**src/include/board_consts.svh**
```systemverilog
// board-level widths, OSD status bit positions and reset length; include where needed
`ifndef BOARD_CONSTS_SVH
`define BOARD_CONSTS_SVH

`define BRD_COLORW       4   // game colour bits per channel
`define BRD_JOYW         16  // board joystick word
`define BRD_GAMEJOYW     10
`define BRD_BUTTONS      2
`define BRD_GFXW         4   // graphics layer enables
`define BRD_STATUSW      32
`define BRD_COREMODW     7

// control bits inside the joystick word move up with extra buttons
`define BRD_START_BIT    (6 + `BRD_BUTTONS - 2)
`define BRD_COIN_BIT     (7 + `BRD_BUTTONS - 2)
`define BRD_PAUSE_BIT    (8 + `BRD_BUTTONS - 2)

`define BRD_GAME_RST_LEN 255 // hold cycles after the last trigger

// OSD status word
`define ST_ASPECT        2
`define ST_ROTATE        3
`define ST_FLIP          4
`define ST_TEST          5
`define ST_PAUSE         6
`define ST_NOFM          7
`define ST_NOPSG         8
`define ST_FX_LO         9   // two bits
`define CM_VERTICAL      0   // core mode bit

`endif
```
**src/design/board_pkg.sv**
```systemverilog
// shared packed types for the board glue RTL and its testbench, import with board_pkg::*
`default_nettype none

`include "board_consts.svh"

package board_pkg;

    // keyboard state, already decoded upstream
    typedef struct packed {
        logic [`BRD_GAMEJOYW-1:0] joy1;
        logic [`BRD_GAMEJOYW-1:0] joy2;
        logic [3:0]               start;
        logic [3:0]               coin;
        logic                     reset;   // soft reset hot key
        logic                     pause;
        logic                     service;
        logic [`BRD_GFXW-1:0]     gfx;
    } key_t;

    // inputs as the game core sees them
    typedef struct packed {
        logic [`BRD_GAMEJOYW-1:0] joy1;
        logic [`BRD_GAMEJOYW-1:0] joy2;
        logic [`BRD_GAMEJOYW-1:0] joy3;
        logic [`BRD_GAMEJOYW-1:0] joy4;
        logic [3:0]               coin;    // bit n is player n+1
        logic [3:0]               start;
        logic                     service;
    } game_in_t;

    typedef struct packed {
        logic       flip;
        logic       test;
        logic       pause;
        logic       enable_fm;
        logic       enable_psg;
        logic [1:0] fxlevel;
        logic [1:0] rotate;
        logic [7:0] arx;     // hdmi aspect ratio
        logic [7:0] ary;
    } dip_t;

    typedef struct packed {
        logic [7:0] r;
        logic [7:0] g;
        logic [7:0] b;
        logic       hs;
        logic       vs;
        logic       de;
    } rgb8_t;

endpackage

`default_nettype wire

```
**src/design/board_top.sv**
```systemverilog
// board glue top level: reset sequencing, input mapping, hot keys, DIP decode and bypass video
`timescale 1ns/1ps
`default_nettype none

`include "board_consts.svh"

module board_top import board_pkg::*; (
    input  logic                     clk_sys,
    input  logic                     rst,
    input  logic                     rst_req,
    input  logic                     downloading,
    input  logic [`BRD_COREMODW-1:0] core_mod,
    input  logic [`BRD_STATUSW-1:0]  status,
    input  logic [`BRD_JOYW-1:0]     board_joy1,
    input  logic [`BRD_JOYW-1:0]     board_joy2,
    input  logic [`BRD_JOYW-1:0]     board_joy3,
    input  logic [`BRD_JOYW-1:0]     board_joy4,
    input  key_t                     keys,
    input  logic [`BRD_COLORW-1:0]   game_r,
    input  logic [`BRD_COLORW-1:0]   game_g,
    input  logic [`BRD_COLORW-1:0]   game_b,
    input  logic                     lhbl,
    input  logic                     lvbl,
    input  logic                     hs,
    input  logic                     vs,
    input  logic                     pxl_cen,
    output logic                     game_rst,
    output logic                     game_rst_n,
    output game_in_t                 game_in,
    output dip_t                     dip,
    output logic [`BRD_GFXW-1:0]     gfx_en,
    output rgb8_t                    video,
    output logic                     video_cen
);
    logic soft_rst;
    logic game_pause;
    logic joy_pause;
    logic rot_control;

    reset_seq u_reset (
        .clk_sys     ( clk_sys     ),
        .rst         ( rst         ),
        .downloading ( downloading ),
        .rst_req     ( rst_req     ),
        .soft_rst    ( soft_rst    ),
        .flip        ( dip.flip    ), // a flip change restarts the game
        .game_rst    ( game_rst    ),
        .game_rst_n  ( game_rst_n  )
    );

    dip_decode u_dip (
        .clk_sys     ( clk_sys     ),
        .rst         ( rst         ),
        .status      ( status      ),
        .core_mod    ( core_mod    ),
        .game_pause  ( game_pause  ),
        .dip         ( dip         ),
        .rot_control ( rot_control )
    );

    joy_map #(.active_low(1'b1)) u_joy (
        .clk_sys     ( clk_sys     ),
        .rst         ( rst         ),
        .board_joy1  ( board_joy1  ),
        .board_joy2  ( board_joy2  ),
        .board_joy3  ( board_joy3  ),
        .board_joy4  ( board_joy4  ),
        .keys        ( keys        ),
        .rot_control ( rot_control ),
        .game_in     ( game_in     ),
        .joy_pause   ( joy_pause   )
    );

    hotkey_ctl u_hotkey (
        .clk_sys     ( clk_sys     ),
        .rst         ( rst         ),
        .keys        ( keys        ),
        .joy_pause   ( joy_pause   ),
        .game_pause  ( game_pause  ),
        .soft_rst    ( soft_rst    ),
        .gfx_en      ( gfx_en      )
    );

    video_out u_video (
        .clk_sys     ( clk_sys     ),
        .rst         ( rst         ),
        .game_r      ( game_r      ),
        .game_g      ( game_g      ),
        .game_b      ( game_b      ),
        .lhbl        ( lhbl        ),
        .lvbl        ( lvbl        ),
        .hs          ( hs          ),
        .vs          ( vs          ),
        .pxl_cen     ( pxl_cen     ),
        .video       ( video       ),
        .video_cen   ( video_cen   )
    );

endmodule

`default_nettype wire

```
**src/design/video_out.sv**
```systemverilog
// bypass video output, captures the game pixel on pxl_cen and widens colour to 8 bits
`timescale 1ns/1ps
`default_nettype none

`include "board_consts.svh"

module video_out import board_pkg::*; (
    input  logic                   clk_sys,
    input  logic                   rst,
    input  logic [`BRD_COLORW-1:0] game_r,
    input  logic [`BRD_COLORW-1:0] game_g,
    input  logic [`BRD_COLORW-1:0] game_b,
    input  logic                   lhbl,
    input  logic                   lvbl,
    input  logic                   hs,
    input  logic                   vs,
    input  logic                   pxl_cen,
    output rgb8_t                  video,
    output logic                   video_cen
);
    // repeat the colour bits from the msb down until 8 bits are filled
    function automatic logic [7:0] widen(input logic [`BRD_COLORW-1:0] c);
        logic [7:0] w;
        for (int i = 0; i < 8; i++) begin
            w[7-i] = c[`BRD_COLORW-1 - (i % `BRD_COLORW)];
        end
        return w;
    endfunction

    always_ff @(posedge clk_sys) begin
        if (rst) begin
            video     <= '0;
            video_cen <= 1'b0;
        end else begin
            video_cen <= pxl_cen;
            if (pxl_cen) begin
                video.r  <= widen(game_r);
                video.g  <= widen(game_g);
                video.b  <= widen(game_b);
                video.hs <= hs;
                video.vs <= vs;
                video.de <= lhbl & lvbl;  // active outside both blanks
            end
        end
    end

endmodule

`default_nettype wire

```
**src/design/hotkey_ctl.sv**
```systemverilog
// hot key edge detection for pause, graphics layer toggles and the soft reset pulse
`timescale 1ns/1ps
`default_nettype none

`include "board_consts.svh"

module hotkey_ctl import board_pkg::*; (
    input  logic                 clk_sys,
    input  logic                 rst,
    input  key_t                 keys,
    input  logic                 joy_pause,
    output logic                 game_pause,
    output logic                 soft_rst,
    output logic [`BRD_GFXW-1:0] gfx_en
);
    logic                 last_pause;
    logic                 last_reset;
    logic                 last_joypause;
    logic [`BRD_GFXW-1:0] last_gfx;

    always_ff @(posedge clk_sys) begin
        if (rst) begin
            last_pause    <= 1'b0;
            last_reset    <= 1'b0;
            last_joypause <= 1'b0;
            last_gfx      <= '0;
            game_pause    <= 1'b0;
            soft_rst      <= 1'b0;
            gfx_en        <= '1;  // all layers on
        end else begin
            last_pause    <= keys.pause;
            last_reset    <= keys.reset;
            last_joypause <= joy_pause;
            last_gfx      <= keys.gfx;
            soft_rst      <= keys.reset & ~last_reset;
            // either pause source toggles, simultaneous edges count once
            if ((keys.pause & ~last_pause) | (joy_pause & ~last_joypause))
                game_pause <= ~game_pause;
            gfx_en <= gfx_en ^ (keys.gfx & ~last_gfx);
        end
    end

endmodule

`default_nettype wire

```
**src/design/joy_map.sv**
```systemverilog
// synchronises the board joysticks and merges keyboard keys into the game input word
`timescale 1ns/1ps
`default_nettype none

`include "board_consts.svh"

module joy_map import board_pkg::*; #(
    parameter bit active_low = 1'b1  // game reads inverted inputs
) (
    input  logic                 clk_sys,
    input  logic                 rst,
    input  logic [`BRD_JOYW-1:0] board_joy1,
    input  logic [`BRD_JOYW-1:0] board_joy2,
    input  logic [`BRD_JOYW-1:0] board_joy3,
    input  logic [`BRD_JOYW-1:0] board_joy4,
    input  key_t                 keys,
    input  logic                 rot_control,
    output game_in_t             game_in,
    output logic                 joy_pause
);
    logic [`BRD_JOYW-1:0] joy_sync [4];
    game_in_t             mapped;

    // swaps up/down and left/right for a rotated screen
    function automatic logic [`BRD_GAMEJOYW-1:0] rotate_joy(
        input logic [`BRD_GAMEJOYW-1:0] joy,
        input logic                     rot
    );
        rotate_joy = rot ? {joy[`BRD_GAMEJOYW-1:4], joy[2], joy[3], joy[0], joy[1]} : joy;
    endfunction

    always_ff @(posedge clk_sys) begin
        joy_sync[0] <= board_joy1;
        joy_sync[1] <= board_joy2;
        joy_sync[2] <= board_joy3;
        joy_sync[3] <= board_joy4;
    end

    assign joy_pause = joy_sync[0][`BRD_PAUSE_BIT] | joy_sync[1][`BRD_PAUSE_BIT];

    always_comb begin
        mapped.joy1 = rotate_joy(joy_sync[0][`BRD_GAMEJOYW-1:0] | keys.joy1, rot_control);
        mapped.joy2 = rotate_joy(joy_sync[1][`BRD_GAMEJOYW-1:0] | keys.joy2, rot_control);
        mapped.joy3 = joy_sync[2][`BRD_GAMEJOYW-1:0];  // no rotation for players 3 and 4
        mapped.joy4 = joy_sync[3][`BRD_GAMEJOYW-1:0];
        for (int i = 0; i < 4; i++) begin
            mapped.coin[i]  = joy_sync[i][`BRD_COIN_BIT] | keys.coin[i];
            mapped.start[i] = joy_sync[i][`BRD_START_BIT] | keys.start[i];
        end
        mapped.service = keys.service;
    end

    always_ff @(posedge clk_sys) begin
        if (rst) begin
            game_in <= {$bits(game_in_t){active_low}};  // all inactive
        end else begin
            game_in <= mapped ^ {$bits(game_in_t){active_low}};
        end
    end

endmodule

`default_nettype wire

```
**src/design/dip_decode.sv**
```systemverilog
// decodes the OSD status word and core mode into registered DIP settings and aspect ratio
`timescale 1ns/1ps
`default_nettype none

`include "board_consts.svh"

module dip_decode import board_pkg::*; (
    input  logic                     clk_sys,
    input  logic                     rst,
    input  logic [`BRD_STATUSW-1:0]  status,
    input  logic [`BRD_COREMODW-1:0] core_mod,
    input  logic                     game_pause,
    output dip_t                     dip,
    output logic                     rot_control
);
    logic vertical;

    assign vertical    = core_mod[`CM_VERTICAL];
    assign rot_control = dip.rotate[0];  // joystick swap follows screen rotation

    always_ff @(posedge clk_sys) begin
        if (rst) begin
            dip     <= '0;
            dip.arx <= 8'd4;
            dip.ary <= 8'd3;
        end else begin
            dip.flip       <= status[`ST_FLIP];
            dip.test       <= status[`ST_TEST];
            dip.pause      <= game_pause | status[`ST_PAUSE];
            dip.enable_fm  <= ~status[`ST_NOFM];
            dip.enable_psg <= ~status[`ST_NOPSG];
            dip.fxlevel    <= status[`ST_FX_LO +: 2];
            dip.rotate     <= {1'b0, vertical & ~status[`ST_ROTATE]};
            if (vertical) begin
                dip.arx <= 8'd3;
                dip.ary <= 8'd4;
            end else if (status[`ST_ASPECT]) begin
                dip.arx <= 8'd16;  // wide screen
                dip.ary <= 8'd9;
            end else begin
                dip.arx <= 8'd4;
                dip.ary <= 8'd3;
            end
        end
    end

endmodule

`default_nettype wire

```
**src/design/reset_seq.sv**
```systemverilog
// game reset sequencer, holds game_rst for a fixed time after any reset trigger
`timescale 1ns/1ps
`default_nettype none

`include "board_consts.svh"

module reset_seq (
    input  logic clk_sys,
    input  logic rst,
    input  logic downloading,
    input  logic rst_req,
    input  logic soft_rst,
    input  logic flip,
    output logic game_rst,
    output logic game_rst_n
);
    localparam int hold_len = `BRD_GAME_RST_LEN;
    localparam int cnt_w    = $clog2(hold_len + 1);

    logic             last_flip;
    logic [cnt_w-1:0] hold_cnt;
    logic             pre_rst_n;
    logic             trigger;

    // rst is itself a trigger, so it also masks the first flip compare
    assign trigger = rst | downloading | rst_req | soft_rst | (flip != last_flip);

    always_ff @(posedge clk_sys) begin
        last_flip <= flip;
        if (trigger) begin
            hold_cnt <= '0;
            game_rst <= 1'b1;
        end else if (hold_cnt != cnt_w'(hold_len)) begin
            hold_cnt <= hold_cnt + 1'b1;
            game_rst <= 1'b1;
        end else begin
            game_rst <= 1'b0;  // released once the count saturates
        end
    end

    // active-low copy, released two cycles after game_rst
    always_ff @(posedge clk_sys) begin
        if (rst || game_rst) begin
            pre_rst_n  <= 1'b0;
            game_rst_n <= 1'b0;
        end else begin
            pre_rst_n  <= 1'b1;
            game_rst_n <= pre_rst_n;
        end
    end

endmodule

`default_nettype wire

```
**config.mk**
```make
export PLATFORM = sky130hd
export DESIGN_NAME = board_top
export DESIGN_NICKNAME = d
export VERILOG_FILES = /design/src/design/board_pkg.sv /design/src/design/board_top.sv /design/src/design/video_out.sv /design/src/design/hotkey_ctl.sv /design/src/design/joy_map.sv /design/src/design/dip_decode.sv /design/src/design/reset_seq.sv
export VERILOG_INCLUDE_DIRS = /design/src /design/src/include
export SDC_FILE = /design/constraint.sdc
export NUM_CORES = 1
export LEC_CHECK = 0
export ABC_AREA = 1
export BUFFER_PORTS_ARGS = -buffer_cell sky130_fd_sc_hd__buf_2
export CAP_MARGIN = 20
export CORE_MARGIN = 2
export CORE_UTILIZATION = 42
export CTS_CLUSTER_SIZE = 25
export DETAILED_ROUTE_END_ITERATION = 12
export PLACE_DENSITY_LB_ADDON = 0.1
export SYNTH_ARGS = -nofsm -noshare
export SYNTH_HDL_FRONTEND = slang
export SYNTH_SLANG_ARGS = --single-unit
```
**constraint.sdc**
```tcl
create_clock -name clk_sys -period 1.7 [get_ports clk_sys]
set_input_delay 0.255 -clock clk_sys [delete_from_list [all_inputs] [get_ports clk_sys]]
set_output_delay 0.255 -clock clk_sys [all_outputs]
set_load 0.1 [all_outputs]
```
==> summary.md <==
| Metric | Value |
|---|---|
| Layout cells sized above 1 | 0.344 |
| Hold WC Path Type | primary input to register |
| Sw frac | 0.333 |
| Crit. End Element | output port |
| Synth Area in XOR/XNOR | 0.00420 |
| Layout Skew | 0.00675 ns |
| Vias in the first global route | 3799 |
| Status | completed |
| Num ports | approximately 270 |
| Root Buffer | clkbuf_8 |
| Clock latency on the worst-skew pair | slightly above 0.5 ns |
| Die area | 10800 sq um |
| Die W | 104 um |
| Reg2reg start | u_reset.hold_cnt[0] |
| Adder and majority cell fraction of the synthesized area | 0.00300 |
| Critical setup path kind | register to output port |
| Synthesis-to-layout area growth | 60.9% |
| Setup Fix Bufs, Post-CTS | 0 |
| Row count | 36 |
| Fin crit period | between 1.5 and 2 ns |
| Hold wc startpoint | keys[17] |
| Drt pass-1 iters | 4 |
| Total power | 8860 uW |
| Worst hold endpoint | u_joy.game_in[32] |
| Initial Utilization | 0.429 |
| Core area | 9730 sq um |
| Antenna violations before repair | 0 |
| Via count | 3733 |
| Top_reg_cell synth | dfxtp_1 |
| Count of pins over their slew limit | 0 |
| RSZ-0062 raised after global routing | no |
| Fraction of the mapped netlist area in compound gates | 0.0863 |
| PortBufs | 204 |
| Slowest Stage Delay on Critical Path | around 0.52 ns |
| Combinational Power Share | 0.201 |
| Flop pwr share | 0.405 |
| Synth Area per Inst | just over 10 sq um |
| Post-synth EDFFs | 0 |
| Worst R2R End | u_reset.hold_cnt[5] |
| Worst VDD drop | 0.683 mV |
| Largest family of logic cells by synthesized area | simple AND/OR/NAND/NOR gates |
| Ant. Diodes | 0 |
| Cell Area, Synth | about 4200 sq um |
| Final hold violations | 0 |
| Period utilisation layout | 0.968 |
| Total track usage | 0.200 |
| Post-route ant nets | 0 |
| Reg2reg setup slack | 0.38 ns |
| Dominant cells by area after synthesis | dfxtp_1, nor2_1, buf_4, o21ai_0, nand2_1 |
| Cell internal pwr | between 5000 and 6000 uW |
| Num Clock Sinks | roughly 140 |
| Max Fclk | between 600 and 700 MHz |
| Max_cap viols | 0 |
| Delay-heaviest family, CP | flip-flops |
| GPL Wtd Cong | approximately 0.75 |
| Crit path arrival time | 1.39 ns |
| Switch Pwr | just under 3000 uW |
| CP max FO | 10 |
| Clock tree buffer depth | 2 |
| Flops & latches, synth | 142 |
| WP data required | 1.44 ns |
| Synth Area in Simple Gates | 0.136 |
| H-tree depth | 4 |
| Hold path depth | 4 |
| Detailed Place HPWL | 6.27 mm |
| First-pass GRT wire length | 17.3 mm |
| Post-DR vias/cell | around 4.4 |
| Post-synthesis cell count | 408 |
| CP max-delay cell | dfxtp_1 |
| Asr flop ratio synth | 0 |
| Drt wl/cell | approximately 12 um |
| Routed WL | 10.6 mm |
| Final Setup Violations | 0 |
| Final setup TNS | 0 ns |
| Inserted Clock Buffers | 17 |
| Netlist cell types | 30 |
| Post-synthesis mux area share | 0 |
| TritonCTS clock tree | done |
| CTS clk-pin slew, worst paths | approximately 0.06 ns |
| Worst path bufs/invs | 1 |
| Largest net degree at the start of global routing | 63 |
| Sequential area share after synthesis | 0.681 |
| Power share of the clock group | 0.394 |
| Worst Reg-to-Reg Cells | 6 |
| Synth area leader | dfxtp_1 |
| Pleak | about 0.0032 uW |
| Crit start category | register |
| Cell Pwr Density | 1320 nW/um^2 |
| CP Cell Sequence | buf_4 |
| Top cell type's share of synthesized area | 0.681 |
| Final global-route overflow total | 0 |
| Initial DRC Count | 143 |
| # nets final | 860 |
| Die H | 104 um |
| Ys Warns | 0 |
| DRC violations left | 0 |
## kinds of logic (layout without fill, tap and decap cells)
kind of cell | Yosys count | after routing
XOR/XNOR | 2 | 2
buffers and inverters | 69 | 366
adder cells (fa/ha/maj) | 1 | 1
AND/OR/NAND/NOR | 128 | 128
AO/OA/AOI/OAI | 65 | 65
flip-flops | 142 | 142
other | 1 | 9
## worst max-delay path by stage
stage | cells after the start | from | slack [ns] | endpoint
final | 1 | u_dip.dip[16] | 0.05 | dip[16]
after floorplan | 1 | u_dip.dip[9] | 0.07 | dip[8]
after global routing | 1 | u_dip.dip[16] | 0.002 | dip[16]
after CTS | 1 | u_dip.dip[16] | 0.03 | dip[16]
after detailed placement | 6 | u_reset.hold_cnt[0] | 0.40 | u_reset.hold_cnt[5]
after global placement | 6 | u_reset.hold_cnt[0] | 0.45 | u_reset.hold_cnt[3]
## worst register-to-register path, delay by kind of cell (launching register included)
kind | cells | cell delay, ns
fa+ha+maj | 1 | 0.25
compound gates | 1 | 0.14
simple gates | 4 | 0.42
flops | 1 | 0.41
## final cells by class
class | instances | area (sq um)
timing repair buffer | 304 | 2030
tap | 133 | 166
fill | 758 | 3010
sequential | 142 | 2840
clock buffer | 18 | 418
clock inverter | 14 | 150
inverter | 30 | 113
multi-input combinational | 205 | 993
## power by group through the flow
stage | clock [uW] | combinational [uW] | sequential [uW]
5_1_grt | 3730 | 1840 | 3600
3_3_place_gp | 0 | 1580 | 3650
2_1_floorplan | 0 | 484 | 4510
3_5_place_dp | 0 | 1590 | 3660
6_report | 3490 | 1780 | 3590
4_1_cts | 3570 | 1770 | 3580
## stage by stage
stage	util	area (sq um)	std cells	hold WS [ns]	setup slack [ns]
finish	0.690	6720	846	0.0662	0.0539
global route	0.690	6720	846	0.0831	0.00174
CTS	0.690	6720	846	0.0391	0.0342
detailed placement	0.531	5160	716	0.356	0.400
global placement	0.531	5160	716	0.353	0.447
floorplan	-	4200	416	0.283	0.0708
## flip-flops by register name, summed over array words and instances (netlist names)
signal	cells
u_reset.hold_cnt	8
u_hotkey.soft_rst	1
u_video.video_cen	1
u_hotkey.last_reset	1
u_hotkey.last_joypause	1
u_dip.dip	12
u_reset.game_rst	1
u_hotkey.last_pause	1
u_hotkey.gfx_en	4
u_reset.pre_rst_n	1
u_reset.game_rst_n	1
u_joy.joy_sync	40
u_reset.last_flip	1
u_hotkey.game_pause	1
u_video.video	15
u_joy.game_in	49
u_hotkey.last_gfx	4
## cell usage in the layout, fill, tap and decap left out, types with 5 or more instances in the layout
| master | instances |
|---|---|
| a21oi_1 | 6 |
| a31oi_1 | 8 |
| buf_2 | 203 |
| clkbuf_16 | 16 |
| conb_1 | 9 |
| dfxtp_1 | 142 |
| dlygate4sd3_1 | 98 |
| inv_1 | 29 |
| inv_6 | 7 |
| nand2_1 | 40 |
| nand3_1 | 7 |
| nor2_1 | 62 |
| nor3_1 | 5 |
| o21ai_0 | 39 |
| o31ai_1 | 8 |
## routing by layer
metal	wire, um	track usage	vias to the layer above
li1	-	-	1857
met1	4140	0.213	1687
met2	5450	0.358	162
met3	709	0.0636	27
met4	261	0.0975	0
met5	0	0	-
## cells in the mapped netlist, types with 2 or more instances
cell type,number
a31oi_1,8
inv_1,29
nand2_2,2
clkbuf_1,6
o21ai_0,39
buf_4,27
o31ai_1,8
nor2_1,62
a21oi_1,6
nand3b_1,4
o21ai_1,2
nand3_1,7
buf_2,6
nor3_1,5
nand2_1,40
nor2_4,2
dfxtp_1,142
## timing repair
item,CTS,global route
setup endpoints to repair,1,0
resized for setup,1,0
endpoints found under the hold margin,102,0
hold buffers,98,0
(Power assumes the default switching activity.)
